==> src/rtl/cpu_config.svh <==
`ifndef CPU_CONFIG_SVH
`define CPU_CONFIG_SVH

// Word width of registers, ALU and memory port
`define CPU_DATA_WIDTH 32

`define CPU_REG_COUNT 8                 // Register h is the last one

`define CPU_RESET_PC 32'h0000_0000

`endif

==> src/rtl/cpu_pkg.sv <==
`include "cpu_config.svh"
`default_nettype none

package cpu_pkg;

    typedef enum logic [6:0]
    {
        op_nop       = 7'd0,
        op_add       = 7'd1,
        op_sub       = 7'd2,
        op_and       = 7'd3,
        op_or        = 7'd4,
        op_xor       = 7'd5,
        op_compare   = 7'd6,            // Flag only
        op_load_low  = 7'd7,
        op_load_high = 7'd8,
        op_load      = 7'd9,            // Address from register h
        op_store     = 7'd10,
        op_jump      = 7'd11,
        op_branch    = 7'd12,           // Taken on flag of source a
        op_halt      = 7'd13
    } opcode_t;

    typedef enum logic [1:0]
    {
        state_fetch,
        state_latch,
        state_execute,
        state_load_wait
    } state_t;

    typedef logic [$clog2(`CPU_REG_COUNT)-1:0] reg_index_t;

endpackage

`default_nettype wire

==> src/rtl/register_file.sv <==
`include "cpu_config.svh"
`default_nettype none

module register_file
(
    input  wire                          clock,
    input  wire                          reset,
    input  wire cpu_pkg::reg_index_t     read_index_a,
    input  wire cpu_pkg::reg_index_t     read_index_b,
    input  wire cpu_pkg::reg_index_t     write_index,
    input  wire                          reg_write,
    input  wire [`CPU_DATA_WIDTH-1:0]    write_value,
    input  wire                          flag_write,
    input  wire                          write_flag,
    output logic [`CPU_DATA_WIDTH-1:0]   read_value_a,
    output logic [`CPU_DATA_WIDTH-1:0]   read_value_b,
    output logic [`CPU_DATA_WIDTH-1:0]   read_value_h,
    output logic                         read_flag_a,
    output logic                         read_flag_b
);

    logic [`CPU_DATA_WIDTH-1:0] registers [`CPU_REG_COUNT];
    logic [`CPU_REG_COUNT-1:0]  flags;

    always_ff @(posedge clock)
    begin
        if (reset)
        begin
            for (int i = 0; i < `CPU_REG_COUNT; i++)
            begin
                registers[i] <= '0;
            end
            flags <= '0;
        end
        else
        begin
            if (reg_write)
                registers[write_index] <= write_value;
            if (flag_write)                                 // Independent of reg_write
                flags[write_index] <= write_flag;
        end
    end

    assign read_value_a = registers[read_index_a];
    assign read_value_b = registers[read_index_b];
    assign read_flag_a  = flags[read_index_a];
    assign read_flag_b  = flags[read_index_b];

    // Dedicated port for the memory pointer
    assign read_value_h = registers[`CPU_REG_COUNT-1];

endmodule

`default_nettype wire

==> src/rtl/alu.sv <==
`include "cpu_config.svh"
`default_nettype none

module alu
(
    input  wire cpu_pkg::opcode_t        opcode,
    input  wire [`CPU_DATA_WIDTH-1:0]    operand_a,
    input  wire [`CPU_DATA_WIDTH-1:0]    operand_b,
    input  wire [`CPU_DATA_WIDTH-1:0]    old_value,
    input  wire                          flag_a,
    input  wire [15:0]                   immediate,
    output logic [`CPU_DATA_WIDTH-1:0]   result,
    output logic                         result_flag,
    output logic                         branch_taken
);

    logic [`CPU_DATA_WIDTH:0] wide_sum;
    logic [`CPU_DATA_WIDTH:0] wide_difference;

    assign wide_sum        = {1'b0, operand_a} + {1'b0, operand_b};
    assign wide_difference = {1'b0, operand_a} - {1'b0, operand_b};   // Top bit is the borrow

    always_comb
    begin
        result      = old_value;
        result_flag = 1'b0;
        case (opcode)
            cpu_pkg::op_add:
            begin
                result      = wide_sum[`CPU_DATA_WIDTH-1:0];
                result_flag = wide_sum[`CPU_DATA_WIDTH];
            end
            cpu_pkg::op_sub:
            begin
                result      = wide_difference[`CPU_DATA_WIDTH-1:0];
                result_flag = wide_difference[`CPU_DATA_WIDTH];
            end
            cpu_pkg::op_and:
            begin
                result      = operand_a & operand_b;
                result_flag = ~|result;                     // Zero flag
            end
            cpu_pkg::op_or:
            begin
                result      = operand_a | operand_b;
                result_flag = ~|result;
            end
            cpu_pkg::op_xor:
            begin
                result      = operand_a ^ operand_b;
                result_flag = ~|result;
            end
            cpu_pkg::op_compare:
            begin
                result_flag = operand_a < operand_b;        // Unsigned
            end
            cpu_pkg::op_load_low:
            begin
                result = {old_value[`CPU_DATA_WIDTH-1:16], immediate};
            end
            cpu_pkg::op_load_high:
            begin
                result = {immediate, old_value[15:0]};
            end
            default:
            begin
                result = old_value;
            end
        endcase
    end

    assign branch_taken = (opcode == cpu_pkg::op_jump)
                        || ((opcode == cpu_pkg::op_branch) && flag_a);

endmodule

`default_nettype wire

==> src/rtl/cpu_control.sv <==
`include "cpu_config.svh"
`default_nettype none

module cpu_control
(
    input  wire                          clock,
    input  wire                          reset,
    input  wire [`CPU_DATA_WIDTH-1:0]    data,
    input  wire [`CPU_DATA_WIDTH-1:0]    result,
    input  wire                          result_flag,
    input  wire                          branch_taken,
    input  wire [`CPU_DATA_WIDTH-1:0]    read_value_a,
    input  wire [`CPU_DATA_WIDTH-1:0]    read_value_h,
    output logic [`CPU_DATA_WIDTH-1:0]   address,
    output logic [`CPU_DATA_WIDTH-1:0]   datao,
    output logic                         rw,
    output logic                         halted,
    output cpu_pkg::opcode_t             opcode,
    output cpu_pkg::reg_index_t          read_index_a,
    output cpu_pkg::reg_index_t          read_index_b,
    output cpu_pkg::reg_index_t          write_index,
    output logic [15:0]                  immediate,
    output logic                         reg_write,
    output logic [`CPU_DATA_WIDTH-1:0]   write_value,
    output logic                         flag_write,
    output logic                         write_flag
);

    cpu_pkg::state_t            state;
    cpu_pkg::opcode_t           fetched_opcode;
    logic [`CPU_DATA_WIDTH-1:0] pc;
    logic [`CPU_DATA_WIDTH-1:0] instruction;
    logic [`CPU_DATA_WIDTH-1:0] next_pc;
    logic                       immediate_merge;

    assign opcode          = cpu_pkg::opcode_t'(instruction[6:0]);
    assign fetched_opcode  = cpu_pkg::opcode_t'(data[6:0]);     // Valid during latch
    assign read_index_a    = instruction[9:7];
    assign write_index     = instruction[15:13];
    assign immediate       = instruction[31:16];

    // Immediate loads read the destination on port b so the ALU can merge halves
    assign immediate_merge = (opcode == cpu_pkg::op_load_low) || (opcode == cpu_pkg::op_load_high);
    assign read_index_b    = immediate_merge ? instruction[15:13] : instruction[12:10];

    assign next_pc = branch_taken ? {{(`CPU_DATA_WIDTH-16){1'b0}}, immediate}
                                  : pc + `CPU_DATA_WIDTH'(1);

    assign datao       = read_value_a;
    assign write_value = (state == cpu_pkg::state_load_wait) ? data : result;
    assign write_flag  = result_flag;
    assign halted      = (state == cpu_pkg::state_execute) && (opcode == cpu_pkg::op_halt);

    always_comb
    begin
        reg_write  = 1'b0;
        flag_write = 1'b0;
        if (state == cpu_pkg::state_execute)
        begin
            case (opcode)
                cpu_pkg::op_add, cpu_pkg::op_sub, cpu_pkg::op_and,
                cpu_pkg::op_or, cpu_pkg::op_xor:
                begin
                    reg_write  = 1'b1;
                    flag_write = 1'b1;
                end
                cpu_pkg::op_compare:
                    flag_write = 1'b1;
                cpu_pkg::op_load_low, cpu_pkg::op_load_high:
                    reg_write = 1'b1;
                default:
                    reg_write = 1'b0;
            endcase
        end
        else if (state == cpu_pkg::state_load_wait)
            reg_write = 1'b1;                               // Memory word for op_load
    end

    always_ff @(posedge clock)
    begin
        if (reset)
        begin
            state       <= cpu_pkg::state_fetch;
            pc          <= `CPU_RESET_PC;
            address     <= `CPU_RESET_PC;
            rw          <= 1'b0;
            instruction <= '0;
        end
        else
        begin
            case (state)
                cpu_pkg::state_fetch:
                    state <= cpu_pkg::state_latch;          // Memory samples pc here
                cpu_pkg::state_latch:
                begin
                    instruction <= data;
                    state       <= cpu_pkg::state_execute;
                    if ((fetched_opcode == cpu_pkg::op_load) || (fetched_opcode == cpu_pkg::op_store))
                        address <= read_value_h;
                    rw <= (fetched_opcode == cpu_pkg::op_store);
                end
                cpu_pkg::state_execute:
                begin
                    rw <= 1'b0;
                    if (opcode != cpu_pkg::op_halt)
                    begin
                        pc      <= next_pc;
                        address <= next_pc;
                        state   <= (opcode == cpu_pkg::op_load) ? cpu_pkg::state_load_wait
                                                                : cpu_pkg::state_fetch;
                    end
                end
                cpu_pkg::state_load_wait:
                    state <= cpu_pkg::state_fetch;
            endcase
        end
    end

endmodule

`default_nettype wire

==> src/rtl/cpu.sv <==
`include "cpu_config.svh"
`default_nettype none

module cpu
(
    input  wire                          clock,
    input  wire                          reset,
    input  wire [`CPU_DATA_WIDTH-1:0]    data,
    output logic [`CPU_DATA_WIDTH-1:0]   datao,
    output logic [`CPU_DATA_WIDTH-1:0]   address,
    output logic                         rw,
    output logic                         halted
);

    cpu_pkg::opcode_t           opcode;
    cpu_pkg::reg_index_t        read_index_a;
    cpu_pkg::reg_index_t        read_index_b;
    cpu_pkg::reg_index_t        write_index;
    logic [15:0]                immediate;
    logic [`CPU_DATA_WIDTH-1:0] read_value_a;
    logic [`CPU_DATA_WIDTH-1:0] read_value_b;
    logic [`CPU_DATA_WIDTH-1:0] read_value_h;
    logic                       read_flag_a;
    logic [`CPU_DATA_WIDTH-1:0] result;
    logic                       result_flag;
    logic                       branch_taken;
    logic                       reg_write;
    logic [`CPU_DATA_WIDTH-1:0] write_value;
    logic                       flag_write;
    logic                       write_flag;

    cpu_control control_inst
    (
        .clock        (clock),
        .reset        (reset),
        .data         (data),
        .result       (result),
        .result_flag  (result_flag),
        .branch_taken (branch_taken),
        .read_value_a (read_value_a),
        .read_value_h (read_value_h),
        .address      (address),
        .datao        (datao),
        .rw           (rw),
        .halted       (halted),
        .opcode       (opcode),
        .read_index_a (read_index_a),
        .read_index_b (read_index_b),
        .write_index  (write_index),
        .immediate    (immediate),
        .reg_write    (reg_write),
        .write_value  (write_value),
        .flag_write   (flag_write),
        .write_flag   (write_flag)
    );

    register_file register_file_inst
    (
        .clock        (clock),
        .reset        (reset),
        .read_index_a (read_index_a),
        .read_index_b (read_index_b),
        .write_index  (write_index),
        .reg_write    (reg_write),
        .write_value  (write_value),
        .flag_write   (flag_write),
        .write_flag   (write_flag),
        .read_value_a (read_value_a),
        .read_value_b (read_value_b),
        .read_value_h (read_value_h),                   // Memory pointer for load and store
        .read_flag_a  (read_flag_a),
        .read_flag_b  ()
    );

    // Port b carries the destination for immediate loads, so it doubles as old_value
    alu alu_inst
    (
        .opcode       (opcode),
        .operand_a    (read_value_a),
        .operand_b    (read_value_b),
        .old_value    (read_value_b),
        .flag_a       (read_flag_a),
        .immediate    (immediate),
        .result       (result),
        .result_flag  (result_flag),
        .branch_taken (branch_taken)
    );

endmodule

`default_nettype wire

==> config.mk <==
export PLATFORM = sky130hd
export DESIGN_NAME = cpu
export DESIGN_NICKNAME = d
export VERILOG_FILES = /design/src/rtl/cpu_pkg.sv /design/src/rtl/register_file.sv /design/src/rtl/alu.sv /design/src/rtl/cpu_control.sv /design/src/rtl/cpu.sv
export VERILOG_INCLUDE_DIRS = /design/src /design/src/rtl
export SDC_FILE = /design/constraint.sdc
export NUM_CORES = 1
export LEC_CHECK = 0
export BUFFER_PORTS_ARGS = -buffer_cell sky130_fd_sc_hd__buf_4
export CORE_ASPECT_RATIO = 1.2
export CORE_UTILIZATION = 40
export DETAILED_ROUTE_END_ITERATION = 8
export PLACE_DENSITY = 0.55
export SKIP_LAST_GASP = 1
export SLEW_MARGIN = 20
export SYNTH_ARGS = -nofsm -noshare
export SYNTH_HDL_FRONTEND = slang
export SYNTH_SLANG_ARGS = --single-unit
==> constraint.sdc <==
create_clock -name clock -period 8.4 [get_ports clock]
set_clock_uncertainty 0.05 [all_clocks]
set_input_delay 0.42 -clock clock [delete_from_list [all_inputs] [get_ports clock]]
set_output_delay 0.42 -clock clock [all_outputs]
set_load 0.02 [all_outputs]
======== Yosys cells after proc, flatten, opt, wreduce, memory -nomap -nowiden ========
Memory sizes are Yosys's and may differ from the RTL's. A register that Yosys moved wholly into a read port is not among the register bits.
Cells that the tools add are included.
storage, ports and cells
  flip-flop bits (word level) ............. 107
  bits in writable memories ............... 256
  bits of input ports ..................... 34
  output and inout port bits .............. 66
  word-level logic and storage cells ...... 88
  memories ................................ 1
memories
  memory                        words  bits a word  rd ports  clocked after Yosys merged registers in  wr ports  RTL line             RTL
  register_file_inst.registers  8      32           3         1                                        8         register_file.sv:22  logic [`CPU_DATA_WIDTH-1:0] registers [`CPU_REG_COUNT];
cells by class
  add/sub/neg operators ................... 3
  $lt $le $gt $ge ......................... 4
  eq/ne operators ......................... 20
  muxes and demuxes ....................... 32
  bitwise logic cells ..................... 3
  reduce and logical (&&, ||, !) cells .... 19
operator list
  cell                     number
  $pmux W32 S7             1
  $mux W32                 5
  $reduce_or A32 Y1        4
  $pmux W32 S2             1
  $eq A7 B4 Y1 const B     7
  $add A32 B32 Y33         1
  $sub A32 B32 Y33         1
  $add A32 B1 Y32 const B  1
  $and A32 B32 Y32         1
  $lt A32 B32 Y1           1
  $or A32 B32 Y32          1
  $xor A32 B32 Y32         1
  $eq A7 B3 Y1 const B     4
  $eq A7 B2 Y1 const B     2
  $mux W1                  13
  $mux W3                  4
  $bwmux W8                1
  $lt A3 B4 Y1 const B     2
  $pmux W2 S4              1
  $eq A7 B1 Y1 const B     1
  $ne A7 B4 Y1 const B     1
  $reduce_or A7 Y1         1
  $pmux W1 S6              1
  $reduce_or A6 Y1         1
  16 further kinds         24

======== Logic depth before layout (Yosys ltp) ========
  word-level depth ........................ 9
  gate-level depth with buffers ........... 22
  gate-level depth less buffers ........... 17

======== Cells and area by module ========
Synthesis repeated with hierarchy kept, for this count alone.
unflattened totals
  cell total of the unflattened synthesis .. 2503
  area, all modules ....................... 25983.7 sq um
by module, submodules not included
  module         instances  cells an instance  area an instance (sq um)  seq. area each (sq um)
  register_file  1          828                13825.8                   7847.5
  cpu_control    1          761                6180.9                    1981.9
  alu            1          914                5977.0                    0.0

======== Least setup slack after synthesis ========
OpenSTA, ideal clock, no wires.
  path kind ............................... register to register
  start ................................... register (tool-made name)
  end ..................................... memory register_file_inst.registers[0][18] (netlist bit), data pin
  setup time .............................. 0.275 ns
  arrival time ............................ 4.722 ns
  required time ........................... 8.075 ns
  slack ................................... 3.353 ns
  stages on the path, launching flop included .. 16
  path buffers ............................ 2
  clock period less this slack ............ 5.047 ns
  path through ............................ dfxtp_1 clkbuf_1 buf_1 mux4_2 mux2i_1 inv_1 ha_1 fa_1 a21o_1 a221oi_1 o221a_2 o21ai_0 a21oi_1 o221ai_1 a221oi_2 nor3_1
RTL lines
  item              RTL line
  end: declaration  register_file.sv:22

==> out/metrics.yaml <==
sta:
  worst_hold_slack_ps: 31.9
  setup_tns_ps: 0
  min_period_over_period_pct: 90.7
  hold_violations: 0
  setup_violations: 0
  max_fclk_ghz: 0.131
  timing.final.crit_period_ps: 7620
  measured_slew_at_the_worst_slew_check_pin_ps: 1230
  timing.final.max_slew_violations: 0
  rsz0062_at_grt: "false"
  max_slew_margin_pct: 17.8
yosys:
  synth-warning-count: 0
  synth_ff_type: "sky130_fd_sc_hd__edfxtp_1"
  syn_avg_cell_area_um2: 9.38
  synthCells: 2739
  synth_enable_flop_cells: 256
  mappedNetlistArea_mm2: 0.0257
  yosysSeqAreaShare_pct: 38.5
  ys_async_sr_fraction_pct: 0
  syn_nets: 2886
  synth_cell_types: 98
  postSynthRegisterBits: 366
worst_hold_path:
  hp-class: "input pin to register"
  hold_critical_path_depth: 3
  worstHoldEndpoint: "control_inst.instruction[31]"
  hold_start: "data[31]"
drt:
  routed_length_per_instance_um: 32.1
  drt-pass1-iter-count: 9
  detail_route.vias_per_cell: 6.55
  vias_after_detailed_routing: 23800
  postRouteWirelength_um: 117000
  drcViolationCount: 16
  drtAntennaViolNets: 0
  first_iter_violations: 3032
layout:
  antenna_cells_inserted: 0
  postLayoutCoreUtil_pct: 45.2
  finish.net_count: 2922
  post_route_cells_drive_above_1_share_pct: 14.6
  areaGrowthSynthToFinish_pct: 11.7
  num-fill-cells: 6121
power_and_ir_drop:
  power_leakage_nw: 10.5
  report.power.total_mw: 6.17
  ir_drop_mv: 0.160
  power_density_mw_per_mm2: 215
worst_setup_path:
  critPathMaxFanout: 26
  startpoint_type: "register"
  regToRegSetupSlack_ps: 780
  worstPathRequired_ps: 8670
  timing.critical_path.arrival_ps: 7890
  worstRegToRegCells: 16
  reg2reg_to: "register_file_inst.registers[3][31]"
  critical_path.endpoint_type: "register"
  critPathKind: "register to register"
  regToRegStartpoint: "control_inst.instruction[2]"
clocking:
  post_cts_hold_buffer_count: 0
  clock-root-buffer: "sky130_fd_sc_hd__clkbuf_16"
  cts_tree: "built"
  cts_htree_levels: 2
  clk_pin_slew_worst_paths_ps: 80
  clk_path_buf_depth: 3
  total_clock_sinks: 366
  clock_latency_ps: 600
  cts_repair_resize_count: 0
  post-cts-setup-buffer-count: 0
  cts_buf_count: 41
global_routing:
  grt_first_pass_wirelength_um: 164000
  via_count_of_the_first_global_routing_pass: 22500
  grt_antenna_before_repair: 1
  gr-total-overflow: 0
  gr-usage-all-layers_pct: 35.2
  grt_max_degree: 69
die:
  std_cell_rows: 101
  dieArea_mm2: 0.0653
  coreArea_mm2: 0.0634
  io_pins: 100
  die-height_um: 280
  die_w_um: 233
  start_util_pct: 40.5
place:
  total_of_buffers_placed_on_input_and_output_ports: 99
  estimated_wirelength_of_the_detail_placed_design_um: 85600
  gp_congestion: 1.01
status:
  failed_checks: "design-rule violations"
  status: "complete, but fails checks"
job:
  maxCapViolCount: 0
==> cells by family after synthesis <==
| group | synth area share (%) |
|---|---|
| compound gates | 18.4 |
| xor+xnor | 1.36 |
| fa+ha+maj | 5.56 |
| buf+inv | 4.74 |
| flops | 38.5 |
| mux | 13.3 |
| simple gates | 18.1 |
==> layer usage <==
metal / share of wire [%] / GRT usage, %
met2: 45 / 54.3
met3: 9.6 / 6.97
met5: 0 / 0
met4: 9.1 / 27.1
met1: 37 / 43.2
==> how the worst max path moves through the flow <==
stage | from | endpoint | cells past startpoint
finish | control_inst.instruction[2] | register_file_inst.registers[3][31] | 16
global route | control_inst.instruction[2] | register_file_inst.registers[7][25] | 16
CTS | control_inst.instruction[2] | register_file_inst.registers[2][25] | 16
detailed placement | control_inst.instruction[2] | register_file_inst.registers[3][31] | 16
global placement | control_inst.instruction[2] | register_file_inst.registers[6][27] | 16
floorplan | register | register_file_inst.registers[0][18] | 15
==> cells in the mapped netlist, types with 74 or more instances <==
| cell | number | share of area (%) |
|---|---|---|
| sky130_fd_sc_hd__a211oi_1 | 74 | 2.2 |
| sky130_fd_sc_hd__a21oi_1 | 171 | 3.3 |
| sky130_fd_sc_hd__clkbuf_1 | 128 | 1.9 |
| sky130_fd_sc_hd__dfxtp_1 | 110 | 8.6 |
| sky130_fd_sc_hd__edfxtp_1 | 256 | 30 |
| sky130_fd_sc_hd__ha_1 | 111 | 5.4 |
| sky130_fd_sc_hd__inv_1 | 110 | 1.6 |
| sky130_fd_sc_hd__mux2i_1 | 142 | 5.5 |
| sky130_fd_sc_hd__mux4_2 | 78 | 6.8 |
| sky130_fd_sc_hd__nand2_1 | 313 | 4.6 |
| sky130_fd_sc_hd__nor2_1 | 369 | 5.4 |
| sky130_fd_sc_hd__nor3_1 | 91 | 1.8 |
| sky130_fd_sc_hd__o21ai_0 | 95 | 1.9 |
==> stage by stage <==
| stage | instances | area, um2 | setup WS, ps |
|---|---|---|---|
| after detailed placement | 3556 | 27300 | 1150 |
| after global routing | 3632 | 28700 | 620 |
| after floorplan | 2739 | 25700 | 3350 |
| final | 3632 | 28700 | 779 |
| after global placement | 3555 | 27300 | 603 |
| after CTS | 3632 | 28700 | 1110 |
==> cell usage in the layout (no fill, tap or decap), types with 26 or more instances in the layout <==
master                      instances
sky130_fd_sc_hd__buf_4            172
sky130_fd_sc_hd__nor2_1           369
sky130_fd_sc_hd__a211oi_1          74
sky130_fd_sc_hd__ha_1             110
sky130_fd_sc_hd__o211ai_1          28
sky130_fd_sc_hd__xnor2_1           28
sky130_fd_sc_hd__nor4_1            26
sky130_fd_sc_hd__o21ai_0           95
sky130_fd_sc_hd__clkbuf_16         42
sky130_fd_sc_hd__a21oi_1          171
sky130_fd_sc_hd__inv_1            110
sky130_fd_sc_hd__nand2_1          310
sky130_fd_sc_hd__mux2i_1          141
sky130_fd_sc_hd__nand3_1           46
sky130_fd_sc_hd__and2_1            26
sky130_fd_sc_hd__dfxtp_1          107
sky130_fd_sc_hd__edfxtp_1         256
sky130_fd_sc_hd__mux4_2            78
sky130_fd_sc_hd__nor3_1            91
==> state kept, by name, summed over array words and instances (netlist names), named ones only <==
| name | flops |
|---|---|
| register_file_inst.registers | 256 |
| control_inst.address | 32 |
| control_inst.instruction | 32 |
| control_inst.pc | 32 |
| register_file_inst.flags | 8 |
| control_inst.state | 2 |
| control_inst.rw | 1 |
==> power by group <==
part	switching [mW]	internal [mW]
clock	0.810	1.06
sequential	0.105	2.01
combinational	1.50	0.684
total	2.42	3.75
==> critical path: stages (launching register included) <==
cell	delay, ps
sky130_fd_sc_hd__dfxtp_1	890
sky130_fd_sc_hd__and4b_4	400
sky130_fd_sc_hd__o21a_4	370
sky130_fd_sc_hd__mux2_2	720
sky130_fd_sc_hd__nor2_1	340
sky130_fd_sc_hd__a32o_1	310
sky130_fd_sc_hd__a221oi_1	720
sky130_fd_sc_hd__inv_1	180
sky130_fd_sc_hd__ha_1	500
sky130_fd_sc_hd__inv_1	200
sky130_fd_sc_hd__a21oi_1	100
sky130_fd_sc_hd__or2_2	310
sky130_fd_sc_hd__a211oi_1	960
sky130_fd_sc_hd__or4_1	240
sky130_fd_sc_hd__a21oi_1	90
sky130_fd_sc_hd__a211oi_2	830
sky130_fd_sc_hd__nor2_1	80
==> area by class of cell <==
class / instances / area (um2) / share of cell area (%)
clock buffer: 52 / 1130 / 3.94
clock inverter: 24 / 249 / 0.868
inverter: 113 / 424 / 1.48
multi-input combinational: 2079 / 14600 / 51.0
sequential: 366 / 9900 / 34.5
tap: 824 / 1030 / 3.59
timing repair buffer: 174 / 1320 / 4.60
(Power assumes the default switching activity.)
